### config.mk
export PLATFORM = sky130hd
export DESIGN_NAME = registerFile_flat
export DESIGN_NICKNAME = d
export VERILOG_FILES = /design/src/design/isaPkg.sv /design/src/design/datapathPkg.sv /design/src/design/cpuInterfaces.sv /design/src/design/registerFile.sv /design/src/flat_wrapper.sv
export VERILOG_INCLUDE_DIRS = /design/src /design/src/design
export SDC_FILE = /design/constraint.sdc
export NUM_CORES = 1
export LEC_CHECK = 0
export BUFFER_PORTS_ARGS = -buffer_cell sky130_fd_sc_hd__buf_4
export CORE_MARGIN = 2
export CORE_UTILIZATION = 45
export CTS_BUF_LIST = sky130_fd_sc_hd__clkbuf_8
export DETAILED_ROUTE_END_ITERATION = 6
export MAX_ROUTING_LAYER = met4
export PLACE_DENSITY = 0.7
export SYNTH_ARGS = -nofsm -noshare
export SYNTH_HDL_FRONTEND = slang
export SYNTH_SLANG_ARGS = --single-unit
### constraint.sdc
create_clock -name clk -period 3.1 [get_ports clk]
set_input_delay 0.62 -clock clk [delete_from_list [all_inputs] [get_ports clk]]
set_output_delay 0.62 -clock clk [all_outputs]
set_load 0.05 [all_outputs]
### src/design/cpu_config.svh
`ifndef CPU_CONFIG_SVH
`define CPU_CONFIG_SVH

// data and instruction word
`define CPU_WORD_WIDTH 16

// program memory addressing
`define CPU_ADDR_WIDTH 8
`define CPU_MEM_DEPTH 256

// ax, bx, cx, dx
`define CPU_REG_COUNT 4

`endif

### src/design/isaPkg.sv
`default_nettype none

package isaPkg;

	typedef enum logic [15:0] {
		opNop  = 16'h0000,
		opMov3 = 16'h0007, // reg <- reg
		opMov4 = 16'h0008, // reg <- immediate
		opOut  = 16'h000A,
		opAdd  = 16'h000C,
		opAdc  = 16'h000D,
		opSub  = 16'h000E,
		opCmp  = 16'h0014,
		opAnd  = 16'h0015,
		opNot  = 16'h0017,
		opOr   = 16'h0018,
		opShl  = 16'h0019,
		opShr  = 16'h001A,
		opXor  = 16'h001B,
		opJmp  = 16'h0020,
		opJc   = 16'h0021,
		opJz   = 16'h0023,
		opJnz  = 16'h0024,
		opIn   = 16'h0028
	} opcode_t;

	typedef enum logic [1:0] {
		regAx = 2'b00,
		regBx = 2'b01,
		regCx = 2'b10,
		regDx = 2'b11
	} regSel_t;

	typedef enum logic [3:0] {
		aluAdd, aluAdc, aluSub, aluCmp,
		aluAnd, aluOr, aluXor, aluNot,
		aluShl, aluShr
	} aluOp_t;

endpackage

`default_nettype wire

### src/design/datapathPkg.sv
`default_nettype none

`include "cpu_config.svh"

package datapathPkg;

	typedef logic [`CPU_WORD_WIDTH-1:0] word_t;
	typedef logic [`CPU_ADDR_WIDTH-1:0] addr_t;

	// bit positions inside aluFlags_t
	localparam int flagCarry = 2;
	localparam int flagZero = 1;
	localparam int flagOverflow = 0;
	typedef logic [2:0] aluFlags_t;

	typedef enum logic {
		execute, // fetch, decode, single-cycle ops, ALU issue
		aluWait // ALU result writeback
	} seqState_t;

endpackage

`default_nettype wire

### src/design/cpuInterfaces.sv
`timescale 1ns/10ps
`default_nettype none


interface regBus;
	isaPkg::regSel_t srcSelA;
	isaPkg::regSel_t srcSelB;
	datapathPkg::word_t readA; // combinational
	datapathPkg::word_t readB;
	logic writeEnable;
	isaPkg::regSel_t writeSel;
	datapathPkg::word_t writeData;

	modport initiator (output srcSelA, output srcSelB, input readA, input readB,
		output writeEnable, output writeSel, output writeData);
	modport target (input srcSelA, input srcSelB, output readA, output readB,
		input writeEnable, input writeSel, input writeData);
endinterface

`default_nettype wire

### src/design/registerFile.sv
`timescale 1ns/10ps
`default_nettype none

`include "cpu_config.svh"

module registerFile (
	input wire clk,
	input wire reset,
	regBus.target regs,
	output datapathPkg::word_t bxValue,
	output datapathPkg::word_t dxValue
);
	datapathPkg::word_t regFile [`CPU_REG_COUNT]; // indexed by regSel_t

	always_ff @(posedge clk) begin
		if (!reset) begin
			for (int i = 0; i < `CPU_REG_COUNT; i++) begin
				regFile[i] <= '0;
			end
		end else if (regs.writeEnable) begin
			regFile[regs.writeSel] <= regs.writeData;
		end
	end

	// two general read ports
	assign regs.readA = regFile[regs.srcSelA];
	assign regs.readB = regFile[regs.srcSelB];

	// fixed taps, bx is the port base and dx the port data
	assign bxValue = regFile[isaPkg::regBx];
	assign dxValue = regFile[isaPkg::regDx];
endmodule

`default_nettype wire

### src/flat_wrapper.sv
// flat-port wrapper written by rule: the top's interface ports become plain ports
module registerFile_flat 
  (clk, reset, bxValue, dxValue, regs_srcSelA, regs_srcSelB, regs_readA, regs_readB, regs_writeEnable, regs_writeSel, regs_writeData);
  regBus regs_i ();
  input wire clk;
  input wire reset;
  output datapathPkg::word_t bxValue;
  output datapathPkg::word_t dxValue;
  input wire logic [$bits(regs_i.srcSelA)-1:0] regs_srcSelA;
  input wire logic [$bits(regs_i.srcSelB)-1:0] regs_srcSelB;
  output wire logic [$bits(regs_i.readA)-1:0] regs_readA;
  output wire logic [$bits(regs_i.readB)-1:0] regs_readB;
  input wire logic [$bits(regs_i.writeEnable)-1:0] regs_writeEnable;
  input wire logic [$bits(regs_i.writeSel)-1:0] regs_writeSel;
  input wire logic [$bits(regs_i.writeData)-1:0] regs_writeData;
  assign regs_i.srcSelA = regs_srcSelA;
  assign regs_i.srcSelB = regs_srcSelB;
  assign regs_readA = regs_i.readA;
  assign regs_readB = regs_i.readB;
  assign regs_i.writeEnable = regs_writeEnable;
  assign regs_i.writeSel = regs_writeSel;
  assign regs_i.writeData = regs_writeData;
  registerFile u_core (.clk(clk), .reset(reset), .regs(regs_i), .bxValue(bxValue), .dxValue(dxValue));
endmodule
==> qor.txt <==
status = finished clean
Setup CP Type = in -> out
vias in the first global route = 1,870
CP top delay family = multiplexers
Post-synth ARST share = 0%
Syn Area/Cell = 17.6 um2
Synth area leaders = edfxtp_1 (59%), mux4_2 (14%), mux4_1 (9.6%)
first-pass GRT wire length = 10.4 mm
DR vias/cell = 5.25
Stages on worst setup path = 3
total routed wirelength = 7.16 mm
Setup violations, final = 0
GPL Wtd Cong = 0.745
share of the synthesized area in the top cell type = 58.7%
H-tree Lvls = 3
Worst-Margin Slew = 826 ps
CP startpoint = regs_srcSelA[0]
clk sinks = 64
Synth Net Count = 211
Critical Path RT = 2480 ps
Iter 0 DRT Violations = 89
Seq cells post-synth = 64
Post-synth EDFFs = 64
VDD IR max = 284 uV
fin crit period = 2340 ps
Chip Height = 89.3 um
total grt overflow = 0
vias = 1,975
worst path cell trace = buf_4 > mux4_1 > buf_4
std cell rows = 31
Mapped Area = 3270 um2
CP max stage delay = 600 ps
Initial Util = 45.9%
post_cts resized = 0
die width = 89.3 um
most used cell, CP = buf_4
WL per Instance = 19.0 um
clk slew on worst S/H paths = 70 ps
Port Buf Inserts = 88
Reg with most FFs = u_core.regFile
Routed Antenna Nets = 0
post-route clock period utilization = 75.5%
area grow syn2layout = 26.9%
diode count = 0
Final Hold Viols = 0
CTS max path bufs = 2
Warnings, synthesis = 0
Max Cap Viol = 0
# IOs = 89
synth unique cells = 18
Worst setup EP type = output pin
Overall Power = 2390 uW
Top Registers = u_core.regFile: 64 flops
RSZ-0062 raised after global routing = no
largest net degree at the start of global routing = 24
largest fanout on the critical path = 16
Seq/Total Area, Yosys = 58.7%
CP Buf/Inv Count = 2
Post-CTS Setup Bufs = 0
Core Footprint = 7140 um2
initial antenna violation count = 0
Fin Setup TNS = 0 ps
Pins Over Slew Limit = 0
Root Buffer = clkbuf_8
count leader, synth = edfxtp_1
filler cell count = 589
top cells by count, synth = edfxtp_1 (64), and2_1 (48), mux4_2 (20), and3_1 (16), mux4_1 (12)
Num CTS Buffers = 9
# DRC = 0
arrival time at the worst endpoint = 1720 ps
crit path max-delay cell type = mux4_1
Tightest Hold Check Type = in -> reg
CTS tree = built
Final nets = 297
max reg flops = 64
Startpoint Class = input port
Post-Syn Instances = 186
Pwr per Cell Area = 576 nW/um2
slew margin rel. = 44.8%
worst hold stages = 2
static leakage = 0.00170 uW
Pre-Repair DR Iteration Count = 4
detailed placement HPWL = 4.59 mm
area leader, netlist = edfxtp_1
GRT Overall Usage = 19.5%
FMAX = 427 MHz
layout cell share with drive strength beyond 1 = 45.8%
hold_sp = regs_writeData[2]
die area = 7970 um2
CTS Hold Bufs = 0
Top FF cell, synth = edfxtp_1
[per-layer routing]
layer  GRT usage (%)  vias up  share of wire [%]
met1            25.1      984                 41
met3            3.97        6                4.8
li1                -      917                  -
met2            31.5       68                 53
met5               -        -                  0
met4            6.24        0                1.2
[per-stage QoR]
| step | area [um2] | hold slack [ps] | util (%) | worst slack [ps] | cells |
|---|---|---|---|---|---|
| 3_5_place_dp | 3970 | 925 | 55.6 | 738 | 360 |
| 2_1_floorplan | 3270 | 818 | - | 610 | 186 |
| 6_report | 4160 | 580 | 58.2 | 760 | 376 |
| 3_3_place_gp | 3970 | 920 | 55.6 | 751 | 360 |
| 5_1_grt | 4160 | 577 | 58.2 | 698 | 376 |
| 4_1_cts | 4160 | 574 | 58.2 | 737 | 376 |
[layout make-up]
type / instances / area (um2) / share of cell area [%]
multi-input cells: 106 / 1240 / 29.9
clock inverters: 7 / 63.8 / 1.54
inverters: 1 / 3.75 / 0.0903
well taps: 99 / 124 / 2.98
clock buffers: 9 / 124 / 2.98
repair buffers: 90 / 676 / 16.3
flip-flops and latches: 64 / 1920 / 46.3
[final timing paths]
check	to	slack [ps]
setup / recovery	regs_readA[0]	760
hold / removal	u_core.regFile[1][2]	580
[placed cells by master, fill, tap and decap left out]
cell,n
and2_1,48
and3_1,16
and4b_1,2
and4bb_2,1
buf_4,90
bufinv_16,1
clkbuf_8,9
clkinv_1,1
clkinv_2,2
clkinv_4,1
clkinvlp_4,1
edfxtp_1,64
inv_1,2
mux4_1,12
mux4_2,20
nand2_1,2
nand2b_1,1
nand3_1,1
nand3b_1,1
o21ai_2,2
[kinds of logic (layout without fill, tap and decap cells)]
| logic type | Yosys count | after routing | synth area share [%] |
|---|---|---|---|
| AOI/OAI and AO/OA | 2 | 2 | 0.306 |
| buffers and inverters | 16 | 107 | 3.55 |
| DFF | 64 | 64 | 58.7 |
| muxes | 32 | 32 | 23.4 |
| and+or+nand+nor | 72 | 72 | 14.0 |
[where the power goes]
part | switching (uW) | total [uW] | internal [uW]
Clock | 312 | 676 | 364
Combinational | 435 | 654 | 219
Sequential | 39.8 | 1070 | 1030
Total | 787 | 2390 | 1610
Note: power is estimated with default switching activity, not from simulation.
