<file path="src/design/cpu_config.svh">
`ifndef CPU_CONFIG_SVH
`define CPU_CONFIG_SVH

// data and instruction word
`define CPU_WORD_WIDTH 16

// program memory addressing
`define CPU_ADDR_WIDTH 8
`define CPU_MEM_DEPTH 256

// ax, bx, cx, dx
`define CPU_REG_COUNT 4

`endif

</file>
<file path="src/design/isaPkg.sv">
`default_nettype none

package isaPkg;

	typedef enum logic [15:0] {
		opNop  = 16'h0000,
		opMov3 = 16'h0007, // reg <- reg
		opMov4 = 16'h0008, // reg <- immediate
		opOut  = 16'h000A,
		opAdd  = 16'h000C,
		opAdc  = 16'h000D,
		opSub  = 16'h000E,
		opCmp  = 16'h0014,
		opAnd  = 16'h0015,
		opNot  = 16'h0017,
		opOr   = 16'h0018,
		opShl  = 16'h0019,
		opShr  = 16'h001A,
		opXor  = 16'h001B,
		opJmp  = 16'h0020,
		opJc   = 16'h0021,
		opJz   = 16'h0023,
		opJnz  = 16'h0024,
		opIn   = 16'h0028
	} opcode_t;

	typedef enum logic [1:0] {
		regAx = 2'b00,
		regBx = 2'b01,
		regCx = 2'b10,
		regDx = 2'b11
	} regSel_t;

	typedef enum logic [3:0] {
		aluAdd, aluAdc, aluSub, aluCmp,
		aluAnd, aluOr, aluXor, aluNot,
		aluShl, aluShr
	} aluOp_t;

endpackage

`default_nettype wire

</file>
<file path="src/design/datapathPkg.sv">
`default_nettype none

`include "cpu_config.svh"

package datapathPkg;

	typedef logic [`CPU_WORD_WIDTH-1:0] word_t;
	typedef logic [`CPU_ADDR_WIDTH-1:0] addr_t;

	// bit positions inside aluFlags_t
	localparam int flagCarry = 2;
	localparam int flagZero = 1;
	localparam int flagOverflow = 0;
	typedef logic [2:0] aluFlags_t;

	typedef enum logic {
		execute, // fetch, decode, single-cycle ops, ALU issue
		aluWait // ALU result writeback
	} seqState_t;

endpackage

`default_nettype wire

</file>
<file path="src/design/cpuInterfaces.sv">
`timescale 1ns/10ps
`default_nettype none

interface aluBus;
	datapathPkg::word_t opA;
	datapathPkg::word_t opB;
	isaPkg::aluOp_t op;
	logic start; // one-cycle issue pulse
	datapathPkg::word_t result; // valid the cycle after start
	datapathPkg::aluFlags_t flags;

	modport initiator (output opA, output opB, output op, output start,
		input result, input flags);
	modport target (input opA, input opB, input op, input start,
		output result, output flags);
endinterface


`default_nettype wire

</file>
<file path="src/design/alu.sv">
`timescale 1ns/10ps
`default_nettype none

`include "cpu_config.svh"

module alu (
	input wire clk,
	input wire reset,
	aluBus.target bus,
	input wire carryIn
);
	localparam int W = `CPU_WORD_WIDTH;

	datapathPkg::word_t res;
	datapathPkg::aluFlags_t newFlags;
	logic carryOut; // borrow for sub and cmp
	logic ovf;
	logic cin;

	assign cin = (bus.op == isaPkg::aluAdc) ? carryIn : 1'b0;

	always_comb begin
		res = '0;
		carryOut = 1'b0;
		ovf = 1'b0;
		case (bus.op)
			isaPkg::aluAdd, isaPkg::aluAdc: begin
				{carryOut, res} = {1'b0, bus.opA} + {1'b0, bus.opB} + {{W{1'b0}}, cin};
				ovf = (bus.opA[W-1] == bus.opB[W-1]) && (res[W-1] != bus.opA[W-1]);
			end
			isaPkg::aluSub, isaPkg::aluCmp: begin
				{carryOut, res} = {1'b0, bus.opA} - {1'b0, bus.opB};
				ovf = (bus.opA[W-1] != bus.opB[W-1]) && (res[W-1] != bus.opA[W-1]);
			end
			isaPkg::aluAnd: res = bus.opA & bus.opB;
			isaPkg::aluOr: res = bus.opA | bus.opB;
			isaPkg::aluXor: res = bus.opA ^ bus.opB;
			isaPkg::aluNot: res = ~bus.opA;
			isaPkg::aluShl: {carryOut, res} = {bus.opA, 1'b0}; // msb drops into carry
			isaPkg::aluShr: {res, carryOut} = {1'b0, bus.opA};
			default: res = '0;
		endcase
		newFlags[datapathPkg::flagCarry] = carryOut;
		newFlags[datapathPkg::flagZero] = (res == '0);
		newFlags[datapathPkg::flagOverflow] = ovf;
	end

	always_ff @(posedge clk) begin
		if (!reset) begin
			bus.result <= '0;
			bus.flags <= '0;
		end else if (bus.start) begin
			bus.result <= res; // held until next start
			bus.flags <= newFlags;
		end
	end
endmodule

`default_nettype wire

</file>
<file path="src/flat_wrapper.sv">
// flat-port wrapper written by rule: the top's interface ports become plain ports
module alu_flat 
  (clk, reset, carryIn, bus_opA, bus_opB, bus_op, bus_start, bus_result, bus_flags);
  aluBus bus_i ();
  input wire clk;
  input wire reset;
  input wire carryIn;
  input wire logic [$bits(bus_i.opA)-1:0] bus_opA;
  input wire logic [$bits(bus_i.opB)-1:0] bus_opB;
  input wire logic [$bits(bus_i.op)-1:0] bus_op;
  input wire logic [$bits(bus_i.start)-1:0] bus_start;
  output wire logic [$bits(bus_i.result)-1:0] bus_result;
  output wire logic [$bits(bus_i.flags)-1:0] bus_flags;
  assign bus_i.opA = bus_opA;
  assign bus_i.opB = bus_opB;
  assign bus_i.op = bus_op;
  assign bus_i.start = bus_start;
  assign bus_result = bus_i.result;
  assign bus_flags = bus_i.flags;
  alu u_core (.clk(clk), .reset(reset), .bus(bus_i), .carryIn(carryIn));
endmodule
</file>
<file path="config.mk">
export PLATFORM = sky130hd
export DESIGN_NAME = alu_flat
export DESIGN_NICKNAME = d
export VERILOG_FILES = /design/src/design/isaPkg.sv /design/src/design/datapathPkg.sv /design/src/design/cpuInterfaces.sv /design/src/design/alu.sv /design/src/flat_wrapper.sv
export VERILOG_INCLUDE_DIRS = /design/src /design/src/design
export SDC_FILE = /design/constraint.sdc
export NUM_CORES = 1
export LEC_CHECK = 0
export BUFFER_PORTS_ARGS = -buffer_cell sky130_fd_sc_hd__buf_2
export CAP_MARGIN = 20
export CELL_PAD_IN_SITES_DETAIL_PLACEMENT = 0
export CELL_PAD_IN_SITES_GLOBAL_PLACEMENT = 1
export CORE_UTILIZATION = 42
export CTS_CLUSTER_DIAMETER = 30
export DETAILED_ROUTE_END_ITERATION = 8
export GPL_TIMING_DRIVEN = 0
export PLACE_DENSITY = 0.93
export REMOVE_ABC_BUFFERS = 1
export SLEW_MARGIN = 0
export SYNTH_ARGS = -nofsm -noshare
export SYNTH_HDL_FRONTEND = slang
export SYNTH_SLANG_ARGS = --single-unit
</file>
<file path="constraint.sdc">
create_clock -name clk -period 5.2 [get_ports clk]
set_clock_uncertainty 0.2 [all_clocks]
set_input_delay 1.04 -clock clk [delete_from_list [all_inputs] [get_ports clk]]
set_output_delay 1.04 -clock clk [all_outputs]
set_load 0.01 [all_outputs]
</file>
==> impl_results.html <==
<table>
<tr><th>Metric</th><th>Value</th></tr>
<tr><th colspan="2">GRT</th></tr>
<tr><td>GRT Residual Overflow</td><td>0</td></tr>
<tr><td>Vias in the first global route</td><td>3398</td></tr>
<tr><td>Pin count of the biggest net entering global routing</td><td>37</td></tr>
<tr><td>Total routing resource utilization after global routing</td><td>24.5%</td></tr>
<tr><td>Number of antenna violations at the first check in global routing</td><td>0</td></tr>
<tr><td>First-pass GRT wire length</td><td>16.8 mm</td></tr>
<tr><th colspan="2">Placed design</th></tr>
<tr><td>Pre-CTS setup slack</td><td>38.2 ps</td></tr>
<tr><td>Buffers on Ports</td><td>58</td></tr>
<tr><td>DP HPWL</td><td>7.85 mm</td></tr>
<tr><td>Final Wtd Congestion</td><td>0.932</td></tr>
<tr><td>Total cell area at the placement stage</td><td>3760 µm²</td></tr>
<tr><th colspan="2">Synthesis</th></tr>
<tr><td>Instance count of the mapped netlist</td><td>465</td></tr>
<tr><td>Mapped Area</td><td>3390 µm²</td></tr>
<tr><td>Sequential element share of the synthesized area</td><td>11.2%</td></tr>
<tr><td>Number of synthesized register bits</td><td>19</td></tr>
<tr><td>Yosys warning total</td><td>0</td></tr>
<tr><td>Post-synthesis area per instance</td><td>7.29 µm²</td></tr>
<tr><td>Main synth FF type</td><td>dfxtp_1</td></tr>
<tr><td>Proportion of synthesized flip-flops having asynchronous set or reset</td><td>0%</td></tr>
<tr><td>Number of synthesized flops with an enable pin</td><td>0</td></tr>
<tr><td>Unique masters post-synth</td><td>70</td></tr>
<tr><th colspan="2">Timing</th></tr>
<tr><td>Top achievable clock speed</td><td>199 MHz</td></tr>
<tr><td>Transition time at the pin with the least slew margin</td><td>1000 ps</td></tr>
<tr><td>Final setup violation count</td><td>0</td></tr>
<tr><td>Crit path setup slack, layout</td><td>167 ps</td></tr>
<tr><td>Max transition margin</td><td>32.8%</td></tr>
<tr><td>Pins over their slew limit</td><td>0</td></tr>
<tr><td>Unrepaired setup endpoints after global routing</td><td>no</td></tr>
<tr><td>Final critical-path required period</td><td>5030 ps</td></tr>
<tr><td>Final worst-path cycle share</td><td>96.8%</td></tr>
<tr><td>Final-report hold violation count</td><td>0</td></tr>
<tr><th colspan="2">Finish</th></tr>
<tr><td>Commonest cells after routing, fill and taps aside</td><td>58 x buf_2, 50 x inv_1, 48 x ha_1, 41 x a21oi_1</td></tr>
<tr><td>Most common cell after layout, fill and taps aside</td><td>buf_2</td></tr>
<tr><td>Final std cell area, no fill</td><td>3800 µm²</td></tr>
<tr><td>Total of fill cells in the finished design</td><td>822</td></tr>
<tr><td># diodes</td><td>0</td></tr>
<tr><td>Fraction of layout instances using a drive strength above 1</td><td>16.3%</td></tr>
<tr><td>P&amp;R area growth vs syn</td><td>12.3%</td></tr>
<tr><td>Number of nets at the end of the flow</td><td>596</td></tr>
<tr><th colspan="2">Critical path</th></tr>
<tr><td>Cells traversed along the worst timing path</td><td>buf_2 -&gt; nor2b_1 -&gt; and3_1 -&gt; fa_1 -&gt; a21oi_1 -&gt; o211ai_1 -&gt; a31o_2 -&gt; and4_2 -&gt; or3_1 -&gt; a31oi_1 -&gt; o211ai_1 -&gt; nor4_2 -&gt; nand4_1 -&gt; o22ai_1</td></tr>
<tr><td>Crit-path slowest cell</td><td>buf_2</td></tr>
<tr><td>Crit Path Class</td><td>in2reg</td></tr>
<tr><td>Cell repeated most along the worst path</td><td>o211ai_1</td></tr>
<tr><td>Type of destination of the critical path</td><td>flop</td></tr>
<tr><td>Delay of the slowest critical-path stage</td><td>590 ps</td></tr>
<tr><td>Critical path buffer and inverter count</td><td>1</td></tr>
<tr><td>CP arrival</td><td>5010 ps</td></tr>
<tr><td>Startpoint of the worst register-to-register path</td><td>u_core.bus.flags[2]</td></tr>
<tr><td>Required time reported for the critical path endpoint</td><td>5180 ps</td></tr>
<tr><td>Worst reg2reg setup slack</td><td>3920 ps</td></tr>
<tr><td>Depth of the most critical reg-to-reg path</td><td>5</td></tr>
<tr><td>Critical path peak fanout</td><td>36</td></tr>
<tr><td>Kind of cell adding the most delay to the critical path</td><td>compound AO/OA/AOI/OAI gates</td></tr>
<tr><td>Reg-to-reg critical path endpoint</td><td>u_core.bus.flags[2]</td></tr>
<tr><td>Critical path startpoint category</td><td>primary input</td></tr>
<tr><th colspan="2">Die</th></tr>
<tr><td>Initial core utilization</td><td>43.6%</td></tr>
<tr><td>Height of the die</td><td>91.8 µm</td></tr>
<tr><td>Placeable core region</td><td>7770 µm²</td></tr>
<tr><td>Total die area</td><td>8430 µm²</td></tr>
<tr><td>I/O pins</td><td>59</td></tr>
<tr><td>Width of the die</td><td>91.8 µm</td></tr>
<tr><td>Number of placement rows</td><td>32</td></tr>
<tr><th colspan="2">Detailed routing</th></tr>
<tr><td>Antenna viol nets, final</td><td>0</td></tr>
<tr><td>First drt pass iteration count</td><td>5</td></tr>
<tr><td>Via-per-instance ratio</td><td>6.06</td></tr>
<tr><td>Average wire per standard cell</td><td>16.9 µm</td></tr>
<tr><td>Remaining DRCs</td><td>0</td></tr>
<tr><td>Detailed router's first-iteration violation count</td><td>254</td></tr>
<tr><td>Routed WL</td><td>10.3 mm</td></tr>
<tr><td>Number of vias after detailed routing</td><td>3672</td></tr>
<tr><th colspan="2">Worst hold path</th></tr>
<tr><td>Path category of the worst min-delay check</td><td>reg2reg</td></tr>
<tr><td>Startpoint of the lowest-slack hold path</td><td>u_core.bus.flags[1]</td></tr>
<tr><td>Hold Crit Endpoint</td><td>u_core.bus.flags[1]</td></tr>
<tr><td>Worst Hold Depth</td><td>2</td></tr>
<tr><th colspan="2">Clock tree</th></tr>
<tr><td>Depth of the CTS H-tree</td><td>1</td></tr>
<tr><td>CTS Root Cell</td><td>clkbuf_8</td></tr>
<tr><td>Number of buffers added to fix hold violations after cts</td><td>0</td></tr>
<tr><td>Number of clock sinks seen by CTS</td><td>19</td></tr>
<tr><td>Maximum buffer depth of the clock tree</td><td>2</td></tr>
<tr><td>Clock tree from TritonCTS</td><td>yes</td></tr>
<tr><td>CTS-repair resized insts</td><td>0</td></tr>
<tr><td>Clk pin slew, worst setup/hold paths</td><td>70 ps</td></tr>
<tr><td>CTS buffer count</td><td>3</td></tr>
<tr><td>Number of buffers inserted to repair setup after CTS</td><td>0</td></tr>
<tr><td>Clock latency reported for the late side of the worst-skew pair</td><td>250 ps</td></tr>
<tr><th colspan="2">Pwr</th></tr>
<tr><td>Leakage</td><td>1.91 nW</td></tr>
<tr><td>Maximum VDD drop</td><td>0.0813 mV</td></tr>
<tr><td>Ratio of total power to cell area</td><td>156 nW/µm²</td></tr>
<tr><th colspan="2">Run status</th></tr>
<tr><td>Status</td><td>completed</td></tr>
<tr><th colspan="2">Run</th></tr>
<tr><td>Reported max-cap violation count</td><td>0</td></tr>
</table>
[registers in the layout (all words and copies together), names as in the netlist]
register	flops
u_core.bus.result	16
u_core.bus.flags	3
[report_power, final]
part,switching [mW],internal (mW),leakage [nW],total (mW)
logic,0.198,0.132,1.73,0.330
registers,0.00458,0.156,0.157,0.160
clock network,0.0488,0.0545,0.0228,0.103
[logic make-up after synthesis]
group                      count (synthesis)  synth area share [%]
AOI/OAI and AO/OA                        162                  34.0
xor gates and xnor gates                  11                  2.84
adders and majority gates                 51                  19.5
buffers and inverters                     77                  9.20
DFF                                       19                  11.2
muxes                                      7                  2.07
and+or+nand+nor                          138                  21.2
[through the flow]
step / total power [mW] / hold WS [ps] / TNS, ps / instances / utilization, %
after floorplan: 0.378 / 290 / 0 / 438 / -
after global placement: 0.475 / 258 / -880 / 598 / 47.4
after detailed placement: 0.486 / 261 / 0 / 602 / 48.4
after CTS: 0.589 / 277 / 0 / 606 / 49.0
after global routing: 0.636 / 296 / 0 / 606 / 49.0
final: 0.593 / 273 / 0 / 606 / 49.0
[layout make-up]
cell class | instances | area [µm²] | area share [%]
clock buffer | 4 | 45.0 | 1.18
inverter | 50 | 188 | 4.93
multi-input combinational | 369 | 2730 | 71.7
timing repair buffer | 62 | 335 | 8.81
sequential | 19 | 380 | 10.0
tap | 102 | 128 | 3.35
[synthesized netlist by cell type (all sizes together), types with 10 or more instances]
| master | instances | area (µm²) |
|---|---|---|
| xnor2 | 10 | 87.6 |
| o211a | 14 | 140 |
| ha | 48 | 601 |
| a22oi | 13 | 97.6 |
| nor2 | 33 | 124 |
| clkbuf | 16 | 60.1 |
| o21ai | 21 | 105 |
| nand3 | 13 | 65.1 |
| inv | 50 | 188 |
| buf | 11 | 63.8 |
| nand2 | 33 | 124 |
| a21oi | 41 | 205 |
| o211ai | 12 | 90.1 |
| dfxtp | 19 | 380 |
[worst max path at each step]
| stage | cells after the start | to | slack, ps | from |
|---|---|---|---|---|
| floorplan | 15 | u_core.bus.flags[1] | 810 | bus_op[3] |
| global placement | 11 | u_core.bus.flags[1] | -570 | bus_op[1] |
| detailed placement | 17 | u_core.bus.flags[1] | 40 | bus_op[2] |
| CTS | 17 | u_core.bus.flags[1] | 300 | bus_op[2] |
| global route | 17 | u_core.bus.flags[1] | 30 | bus_op[3] |
| finish | 14 | u_core.bus.flags[1] | 170 | bus_op[1] |
[worst register-to-register path, delay by kind of cell, from the launching register on]
kind,cells,cell delay [ps]
AOI/OAI and AO/OA,3,450
DFF,1,310
and+or+nand+nor,2,200
[metal layers]
| metal | GRT usage [%] | routed length [µm] | vias up |
|---|---|---|---|
| met4 | 5.73 | 170 | 0 |
| met3 | 2.16 | 607 | 19 |
| li1 | - | - | 1770 |
| met5 | 0 | 0 | - |
| met1 | 32.3 | 4570 | 1737 |
| met2 | 43.0 | 4920 | 146 |
No activity file was read; power rests on OpenSTA's default activity.
