**src/design/cpu_config.svh**
```systemverilog
`ifndef CPU_CONFIG_SVH
`define CPU_CONFIG_SVH

// data and instruction word
`define CPU_WORD_WIDTH 16

// program memory addressing
`define CPU_ADDR_WIDTH 8
`define CPU_MEM_DEPTH 256

// ax, bx, cx, dx
`define CPU_REG_COUNT 4

`endif

```
**src/design/isaPkg.sv**
```systemverilog
`default_nettype none

package isaPkg;

	typedef enum logic [15:0] {
		opNop  = 16'h0000,
		opMov3 = 16'h0007, // reg <- reg
		opMov4 = 16'h0008, // reg <- immediate
		opOut  = 16'h000A,
		opAdd  = 16'h000C,
		opAdc  = 16'h000D,
		opSub  = 16'h000E,
		opCmp  = 16'h0014,
		opAnd  = 16'h0015,
		opNot  = 16'h0017,
		opOr   = 16'h0018,
		opShl  = 16'h0019,
		opShr  = 16'h001A,
		opXor  = 16'h001B,
		opJmp  = 16'h0020,
		opJc   = 16'h0021,
		opJz   = 16'h0023,
		opJnz  = 16'h0024,
		opIn   = 16'h0028
	} opcode_t;

	typedef enum logic [1:0] {
		regAx = 2'b00,
		regBx = 2'b01,
		regCx = 2'b10,
		regDx = 2'b11
	} regSel_t;

	typedef enum logic [3:0] {
		aluAdd, aluAdc, aluSub, aluCmp,
		aluAnd, aluOr, aluXor, aluNot,
		aluShl, aluShr
	} aluOp_t;

endpackage

`default_nettype wire

```
**src/design/datapathPkg.sv**
```systemverilog
`default_nettype none

`include "cpu_config.svh"

package datapathPkg;

	typedef logic [`CPU_WORD_WIDTH-1:0] word_t;
	typedef logic [`CPU_ADDR_WIDTH-1:0] addr_t;

	// bit positions inside aluFlags_t
	localparam int flagCarry = 2;
	localparam int flagZero = 1;
	localparam int flagOverflow = 0;
	typedef logic [2:0] aluFlags_t;

	typedef enum logic {
		execute, // fetch, decode, single-cycle ops, ALU issue
		aluWait // ALU result writeback
	} seqState_t;

endpackage

`default_nettype wire

```
**src/design/cpuInterfaces.sv**
```systemverilog
`timescale 1ns/10ps
`default_nettype none

interface aluBus;
	datapathPkg::word_t opA;
	datapathPkg::word_t opB;
	isaPkg::aluOp_t op;
	logic start; // one-cycle issue pulse
	datapathPkg::word_t result; // valid the cycle after start
	datapathPkg::aluFlags_t flags;

	modport initiator (output opA, output opB, output op, output start,
		input result, input flags);
	modport target (input opA, input opB, input op, input start,
		output result, output flags);
endinterface

interface regBus;
	isaPkg::regSel_t srcSelA;
	isaPkg::regSel_t srcSelB;
	datapathPkg::word_t readA; // combinational
	datapathPkg::word_t readB;
	logic writeEnable;
	isaPkg::regSel_t writeSel;
	datapathPkg::word_t writeData;

	modport initiator (output srcSelA, output srcSelB, input readA, input readB,
		output writeEnable, output writeSel, output writeData);
	modport target (input srcSelA, input srcSelB, output readA, output readB,
		input writeEnable, input writeSel, input writeData);
endinterface

`default_nettype wire

```
**src/design/controlUnit.sv**
```systemverilog
`timescale 1ns/10ps
`default_nettype none

`include "cpu_config.svh"

module controlUnit (
	input wire clk,
	input wire reset,
	output datapathPkg::addr_t pc,
	input wire datapathPkg::word_t word0,
	input wire datapathPkg::word_t word1,
	input wire datapathPkg::word_t word2,
	input wire datapathPkg::word_t inPort,
	input wire datapathPkg::word_t bxValue,
	input wire datapathPkg::word_t dxValue,
	aluBus.initiator aluPort,
	regBus.initiator regs,
	output logic flag,
	output logic carry
);
	isaPkg::opcode_t opcode;
	isaPkg::regSel_t firstSel; // destination and first operand
	isaPkg::regSel_t secondSel; // source
	isaPkg::aluOp_t aluOp;
	datapathPkg::seqState_t state;
	datapathPkg::aluFlags_t flags;
	datapathPkg::addr_t length;
	datapathPkg::addr_t pcNext;
	datapathPkg::word_t srcValue;
	logic isArith; // fixed dx, ax operands
	logic isBinary;
	logic isUnary;
	logic takeJump;
	logic issue;

	assign opcode = isaPkg::opcode_t'(word0);
	assign firstSel = isaPkg::regSel_t'(word1[3:2]);
	assign secondSel = isaPkg::regSel_t'(word1[1:0]);
	assign carry = flags[datapathPkg::flagCarry];

	always_comb begin
		isArith = 1'b0;
		isBinary = 1'b0;
		isUnary = 1'b0;
		takeJump = 1'b0;
		aluOp = isaPkg::aluAdd;
		length = datapathPkg::addr_t'(1);
		case (opcode)
			isaPkg::opAdd: isArith = 1'b1;
			isaPkg::opAdc: begin isArith = 1'b1; aluOp = isaPkg::aluAdc; end
			isaPkg::opSub: begin isArith = 1'b1; aluOp = isaPkg::aluSub; end
			isaPkg::opCmp: begin isArith = 1'b1; aluOp = isaPkg::aluCmp; end
			isaPkg::opAnd: begin isBinary = 1'b1; aluOp = isaPkg::aluAnd; end
			isaPkg::opOr: begin isBinary = 1'b1; aluOp = isaPkg::aluOr; end
			isaPkg::opXor: begin isBinary = 1'b1; aluOp = isaPkg::aluXor; end
			isaPkg::opNot: begin isUnary = 1'b1; aluOp = isaPkg::aluNot; end
			isaPkg::opShl: begin isUnary = 1'b1; aluOp = isaPkg::aluShl; end
			isaPkg::opShr: begin isUnary = 1'b1; aluOp = isaPkg::aluShr; end
			isaPkg::opMov4: length = datapathPkg::addr_t'(3);
			isaPkg::opJmp: takeJump = 1'b1;
			isaPkg::opJc: takeJump = flags[datapathPkg::flagCarry];
			isaPkg::opJz: takeJump = flags[datapathPkg::flagZero];
			isaPkg::opJnz: takeJump = !flags[datapathPkg::flagZero];
			default: ; // unknown opcodes run as a one-word nop
		endcase
		if (isBinary || isUnary || opcode == isaPkg::opMov3 || opcode == isaPkg::opJmp ||
			opcode == isaPkg::opJc || opcode == isaPkg::opJz || opcode == isaPkg::opJnz) begin
			length = datapathPkg::addr_t'(2);
		end
	end

	assign srcValue = regs.readB; // register picked by word1 bits 1:0

	assign regs.srcSelA = isArith ? isaPkg::regAx : firstSel;
	assign regs.srcSelB = secondSel;

	assign issue = (state == datapathPkg::execute) && (isArith || isBinary || isUnary);
	assign aluPort.start = issue;
	assign aluPort.op = aluOp;
	assign aluPort.opA = isArith ? dxValue : (isUnary ? srcValue : regs.readA);
	assign aluPort.opB = isArith ? regs.readA : srcValue;

	always_comb begin
		regs.writeEnable = 1'b0;
		regs.writeSel = firstSel;
		regs.writeData = srcValue;
		if (state == datapathPkg::execute) begin
			case (opcode)
				isaPkg::opMov3: regs.writeEnable = 1'b1;
				isaPkg::opMov4: begin
					regs.writeEnable = 1'b1;
					regs.writeSel = secondSel;
					regs.writeData = word2;
				end
				isaPkg::opIn: begin
					regs.writeEnable = 1'b1;
					regs.writeSel = isaPkg::regDx;
					regs.writeData = inPort;
				end
				default: ;
			endcase
		end else begin
			regs.writeData = aluPort.result;
			if (isArith) begin
				regs.writeEnable = (opcode != isaPkg::opCmp); // cmp only touches flags
				regs.writeSel = isaPkg::regAx;
			end else if (isUnary) begin
				regs.writeEnable = 1'b1;
				regs.writeSel = secondSel;
			end else begin
				regs.writeEnable = isBinary;
			end
		end
	end

	always_comb begin
		pcNext = pc + length;
		if (issue) begin
			pcNext = pc; // hold while the ALU works
		end else if (state == datapathPkg::execute && takeJump) begin
			pcNext = word1[`CPU_ADDR_WIDTH-1:0];
		end
	end

	always_ff @(posedge clk) begin
		if (!reset) begin
			pc <= '0;
			state <= datapathPkg::execute;
			flags <= '0;
			flag <= 1'b0;
		end else begin
			pc <= pcNext;
			flag <= (state == datapathPkg::execute) && (opcode == isaPkg::opOut);
			if (state == datapathPkg::execute) begin
				if (issue) begin
					state <= datapathPkg::aluWait;
				end
			end else begin
				state <= datapathPkg::execute;
				if (isArith) begin
					flags <= aluPort.flags; // logic ops keep the flags
				end
			end
		end
	end
endmodule

`default_nettype wire

```
**src/flat_wrapper.sv**
```systemverilog
// flat-port wrapper written by rule: the top's interface ports become plain ports
module controlUnit_flat 
  (clk, reset, pc, word0, word1, word2, inPort, bxValue, dxValue, flag, carry, aluPort_opA, aluPort_opB, aluPort_op, aluPort_start, aluPort_result, aluPort_flags, regs_srcSelA, regs_srcSelB, regs_readA, regs_readB, regs_writeEnable, regs_writeSel, regs_writeData);
  aluBus aluPort_i ();
  regBus regs_i ();
  input wire clk;
  input wire reset;
  output datapathPkg::addr_t pc;
  input wire datapathPkg::word_t word0;
  input wire datapathPkg::word_t word1;
  input wire datapathPkg::word_t word2;
  input wire datapathPkg::word_t inPort;
  input wire datapathPkg::word_t bxValue;
  input wire datapathPkg::word_t dxValue;
  output logic flag;
  output logic carry;
  output wire logic [$bits(aluPort_i.opA)-1:0] aluPort_opA;
  output wire logic [$bits(aluPort_i.opB)-1:0] aluPort_opB;
  output wire logic [$bits(aluPort_i.op)-1:0] aluPort_op;
  output wire logic [$bits(aluPort_i.start)-1:0] aluPort_start;
  input wire logic [$bits(aluPort_i.result)-1:0] aluPort_result;
  input wire logic [$bits(aluPort_i.flags)-1:0] aluPort_flags;
  output wire logic [$bits(regs_i.srcSelA)-1:0] regs_srcSelA;
  output wire logic [$bits(regs_i.srcSelB)-1:0] regs_srcSelB;
  input wire logic [$bits(regs_i.readA)-1:0] regs_readA;
  input wire logic [$bits(regs_i.readB)-1:0] regs_readB;
  output wire logic [$bits(regs_i.writeEnable)-1:0] regs_writeEnable;
  output wire logic [$bits(regs_i.writeSel)-1:0] regs_writeSel;
  output wire logic [$bits(regs_i.writeData)-1:0] regs_writeData;
  assign aluPort_opA = aluPort_i.opA;
  assign aluPort_opB = aluPort_i.opB;
  assign aluPort_op = aluPort_i.op;
  assign aluPort_start = aluPort_i.start;
  assign aluPort_i.result = aluPort_result;
  assign aluPort_i.flags = aluPort_flags;
  assign regs_srcSelA = regs_i.srcSelA;
  assign regs_srcSelB = regs_i.srcSelB;
  assign regs_i.readA = regs_readA;
  assign regs_i.readB = regs_readB;
  assign regs_writeEnable = regs_i.writeEnable;
  assign regs_writeSel = regs_i.writeSel;
  assign regs_writeData = regs_i.writeData;
  controlUnit u_core (.clk(clk), .reset(reset), .pc(pc), .word0(word0), .word1(word1), .word2(word2), .inPort(inPort), .bxValue(bxValue), .dxValue(dxValue), .aluPort(aluPort_i), .regs(regs_i), .flag(flag), .carry(carry));
endmodule
```
**config.mk**
```make
export PLATFORM = sky130hd
export DESIGN_NAME = controlUnit_flat
export DESIGN_NICKNAME = d
export VERILOG_FILES = /design/src/design/isaPkg.sv /design/src/design/datapathPkg.sv /design/src/design/cpuInterfaces.sv /design/src/design/controlUnit.sv /design/src/flat_wrapper.sv
export VERILOG_INCLUDE_DIRS = /design/src /design/src/design
export SDC_FILE = /design/constraint.sdc
export NUM_CORES = 1
export LEC_CHECK = 0
export BUFFER_PORTS_ARGS = -buffer_cell sky130_fd_sc_hd__buf_2
export CAP_MARGIN = 0
export CELL_PAD_IN_SITES_DETAIL_PLACEMENT = 0
export CELL_PAD_IN_SITES_GLOBAL_PLACEMENT = 1
export CORE_MARGIN = 2
export CORE_UTILIZATION = 25
export DETAILED_ROUTE_END_ITERATION = 10
export GPL_TIMING_DRIVEN = 0
export PLACE_DENSITY_LB_ADDON = 0.1
export SLEW_MARGIN = 20
export SYNTH_ARGS = -nofsm -noshare
export SYNTH_HDL_FRONTEND = slang
export SYNTH_SLANG_ARGS = --single-unit
```
**constraint.sdc**
```tcl
create_clock -name clk -period 4.5 [get_ports clk]
set_input_delay 0 -clock clk [delete_from_list [all_inputs] [get_ports clk]]
set_output_delay 0 -clock clk [all_outputs]
set_load 0.005 [all_outputs]
```
==> out/metrics.yaml <==
run_status:
  outcome: "finished, final reports clean"
timing:
  fin_crit_sh: 0.554
  timing.final.ws_setup_ns: 2.01
  slew_headroom: 0.502
  clock_skew_ns: 0.00370
  finalHoldViolCount: 0
  rsz0062_at_grt: "false"
  drv_slew: 0
  setup_tns_ns: 0
  max_freq_mhz: 401
  min_period_ns: 2.49
  setup_violations: 0
  hold_slack_ns: 0.0208
  tightest_slew_ns: 0.747
global_route:
  grt_pass1_wl_um: 16500
  antenna_found_initial: 2
  grt_pass1_vias: 3248
  grt_util_met1: 0.241
  met2_usage: 0.379
  top_usage_layer: "met2"
  grt.total_usage: 0.204
  grt_use_met3: 0.0487
  grt_max_degree: 11
  grt_overflow: 0
clocking:
  cts_tree: "built"
  clock_latency_ns: 0.24
  clock_path_buffers: 2
  ctsResizeCount: 0
  root_buffer: "clkbuf_8"
  clock-sinks: 12
  clk_pin_slew_worst_paths_ns: 0.05
  postCtsSetupBuffers: 0
  htreeDepth: 1
  ctsHoldBuffers: 0
  cts_buffers: 3
floorplanning:
  dieArea_um2: 10000
  rows: 35
  fp.dieH_um: 100
  io_pins: 219
  die-width_um: 100
  start_util: 0.254
  fp.coreArea_um2: 9110
drt:
  first_pass_iters: 4
  drt_iter0_markers: 59
  vias: 3298
  drc: 0
  vias_per_cell: 4.90
  drt-total-wl_um: 10600
  wl_per_cell_um: 15.8
  drt.antenna.violating_nets: 0
critical_path:
  crit_slowest_cell: "nor4b_1"
  cp.arrival_ns: 2.65
  required_ns: 4.66
  r2r_end: "u_core.pc[6]$_SDFFE_PN0N_"
  endpoint_kind: "flip-flop"
  worstPathMaxFanout: 10
  r2r-start: "u_core.state$_SDFF_PP0_"
  max_stage_delay_ns: 0.38
  crit_path_frequent_cell: "buf_2"
  r2r_slack_ns: 2.80
  worstSetupPathType: "input pin to flip-flop"
  crit_chain: "buf_2, clkbuf_1, nor4b_1, nand4_1, buf_2, buf_2, o21ai_1, fa_1, nand3_1, or2_2, nor2_1, mux2i_1, o22ai_1"
  crit_buf_inv: 4
  r2r_cells: 7
  startpoint_type: "input pin"
  crit_family: "simple AND/OR/NAND/NOR gates"
logic_synthesis:
  seq_area_frac_synth: 0.104
  syn_avg_cell_area_um2: 6.27
  post_synth_num_cell_types: 50
  ys_seq_elements: 12
  ys_warn_count: 0
  synth_async_sr_flop_share: 0
  synth_area_um2: 2310
  ys.flop_type: "dfxtp_1"
  synth_fp_nets: 521
  syn_inst: 369
  synth_edf_count: 0
place:
  post-place-ws_ns: 1.78
  gp_congestion: 0.812
  port_buffers: 189
  post_dp_cell_area_um2: 3400
  dp.cells: 669
  hpwl_um: 8650
power_and_ir_drop:
  vdd_drop_max_uv: 59.5
  cellPowerDensity_nw_per_um2: 114
  p_leak_nw: 1.75
finish:
  stdcell_count: 673
  final_area_um2: 3440
  fillers: 1045
  drive_above_1_share: 0.385
  nNetsFinal: 715
  area_growth_pct: 48.8
run:
  drv_cap: 0
min_path:
  hold_start: "aluPort_flags[2]"
  hold_path_depth: 3
  hp-class: "input pin to flip-flop"
  whs_endpoint: "u_core.flags[2]$_SDFFE_PN0P_"
[cells in the mapped netlist, types with 6 or more instances]
cell / count / share of area
buf_2: 11 / 0.024
dfxtp_1: 12 / 0.10
a2bb2oi_1: 6 / 0.023
nor2_1: 46 / 0.075
o21ai_1: 18 / 0.039
clkbuf_1: 15 / 0.024
mux2i_1: 42 / 0.18
o22ai_1: 10 / 0.027
nand2_1: 83 / 0.13
nand3_1: 9 / 0.019
a21oi_1: 38 / 0.082
[where the power goes]
| part | leakage [nW] | internal [mW] | switching (mW) | total [mW] |
|---|---|---|---|---|
| Combinational | 1.63 | 0.0924 | 0.0895 | 0.182 |
| Clock | 0.0216 | 0.0591 | 0.0406 | 0.0997 |
| Sequential | 0.0973 | 0.109 | 0.00274 | 0.111 |
| Total | 1.75 | 0.260 | 0.133 | 0.393 |
[registers in the layout, indices dropped and copies added (netlist names)]
name	count
u_core.flags	2
u_core.pc	8
u_core.state	1
u_core.flag	1
[area by class of cell]
class	count	area [µm²]	area share
antenna	1	2.50	0.000727
buffer	33	168	0.0487
clock buffer	3	41.3	0.0120
inverter	5	18.8	0.00545
multi-input combinational	319	1890	0.548
sequential	12	240	0.0698
tap	111	139	0.0403
timing repair buffer	189	946	0.275
[metal layers]
layer / wire length (µm) / vias up / part of all wire
met4: 72 / 2 / 0.0068
li1: - / 1683 / -
met2: 5310 / 103 / 0.50
met5: 11 / - / 0.0010
met3: 839 / 8 / 0.079
met1: 4370 / 1502 / 0.41
[worst register-to-register path: cells and delay by family (launching register included)]
family,cells,cell delay (ns)
buffers and inverters,3,0.50
DFF,1,0.32
and+or+nand+nor,2,0.51
AOI/OAI and AO/OA,2,0.24
[cells by family (layout without fill, tap and decap cells)]
kind of cell    Yosys count  after routing  share of synthesized area
flops                    12             12                      0.104
xor+xnor                  1              1                    0.00378
buf+inv                  38            230                     0.0805
other cells               0              1                          0
compound gates           96             96                      0.250
simple gates            177            177                      0.361
fa+ha+maj                 3              3                     0.0195
mux                      42             42                      0.182
[layout by cell type (no fill, tap or decap), types with 3 or more instances in the layout]
master,netlist,layout
buf_4,4,4
a2bb2oi_1,6,6
inv_1,5,5
nor2b_1,4,4
a21oi_1,38,38
o21ai_0,5,5
nand2_1,83,83
dfxtp_1,12,12
and2_1,4,4
nor2_1,46,46
clkbuf_1,15,15
mux2i_1,42,42
o21ai_1,18,18
clkbuf_8,0,3
a211oi_1,3,3
nor3_1,4,4
o22ai_1,10,10
nand3_1,9,9
a21o_1,3,3
nand4_1,4,4
buf_2,11,200
[stage by stage]
step,total power [mW],utilization
floorplan,0.190,-
global placement,0.296,0.373
detailed placement,0.296,0.373
CTS,0.397,0.378
global route,0.421,0.378
finish,0.393,0.378
[worst max path at each step]
stage / startpoint / endpoint / slack [ns] / cells after the start
after global routing: word0[1] / u_core.pc[6]$_SDFFE_PN0N_ / 1.75 / 13
after floorplan: word0[0] / u_core.pc[6]$_SDFFE_PN0N_ / 2.33 / 13
after global placement: word0[1] / u_core.pc[6]$_SDFFE_PN0N_ / 1.81 / 13
final: word0[1] / u_core.pc[6]$_SDFFE_PN0N_ / 2.01 / 13
after detailed placement: word0[1] / u_core.pc[6]$_SDFFE_PN0N_ / 1.78 / 13
after CTS: word0[1] / u_core.pc[6]$_SDFFE_PN0N_ / 2.01 / 13
Note: power is estimated with default switching activity, not from simulation.
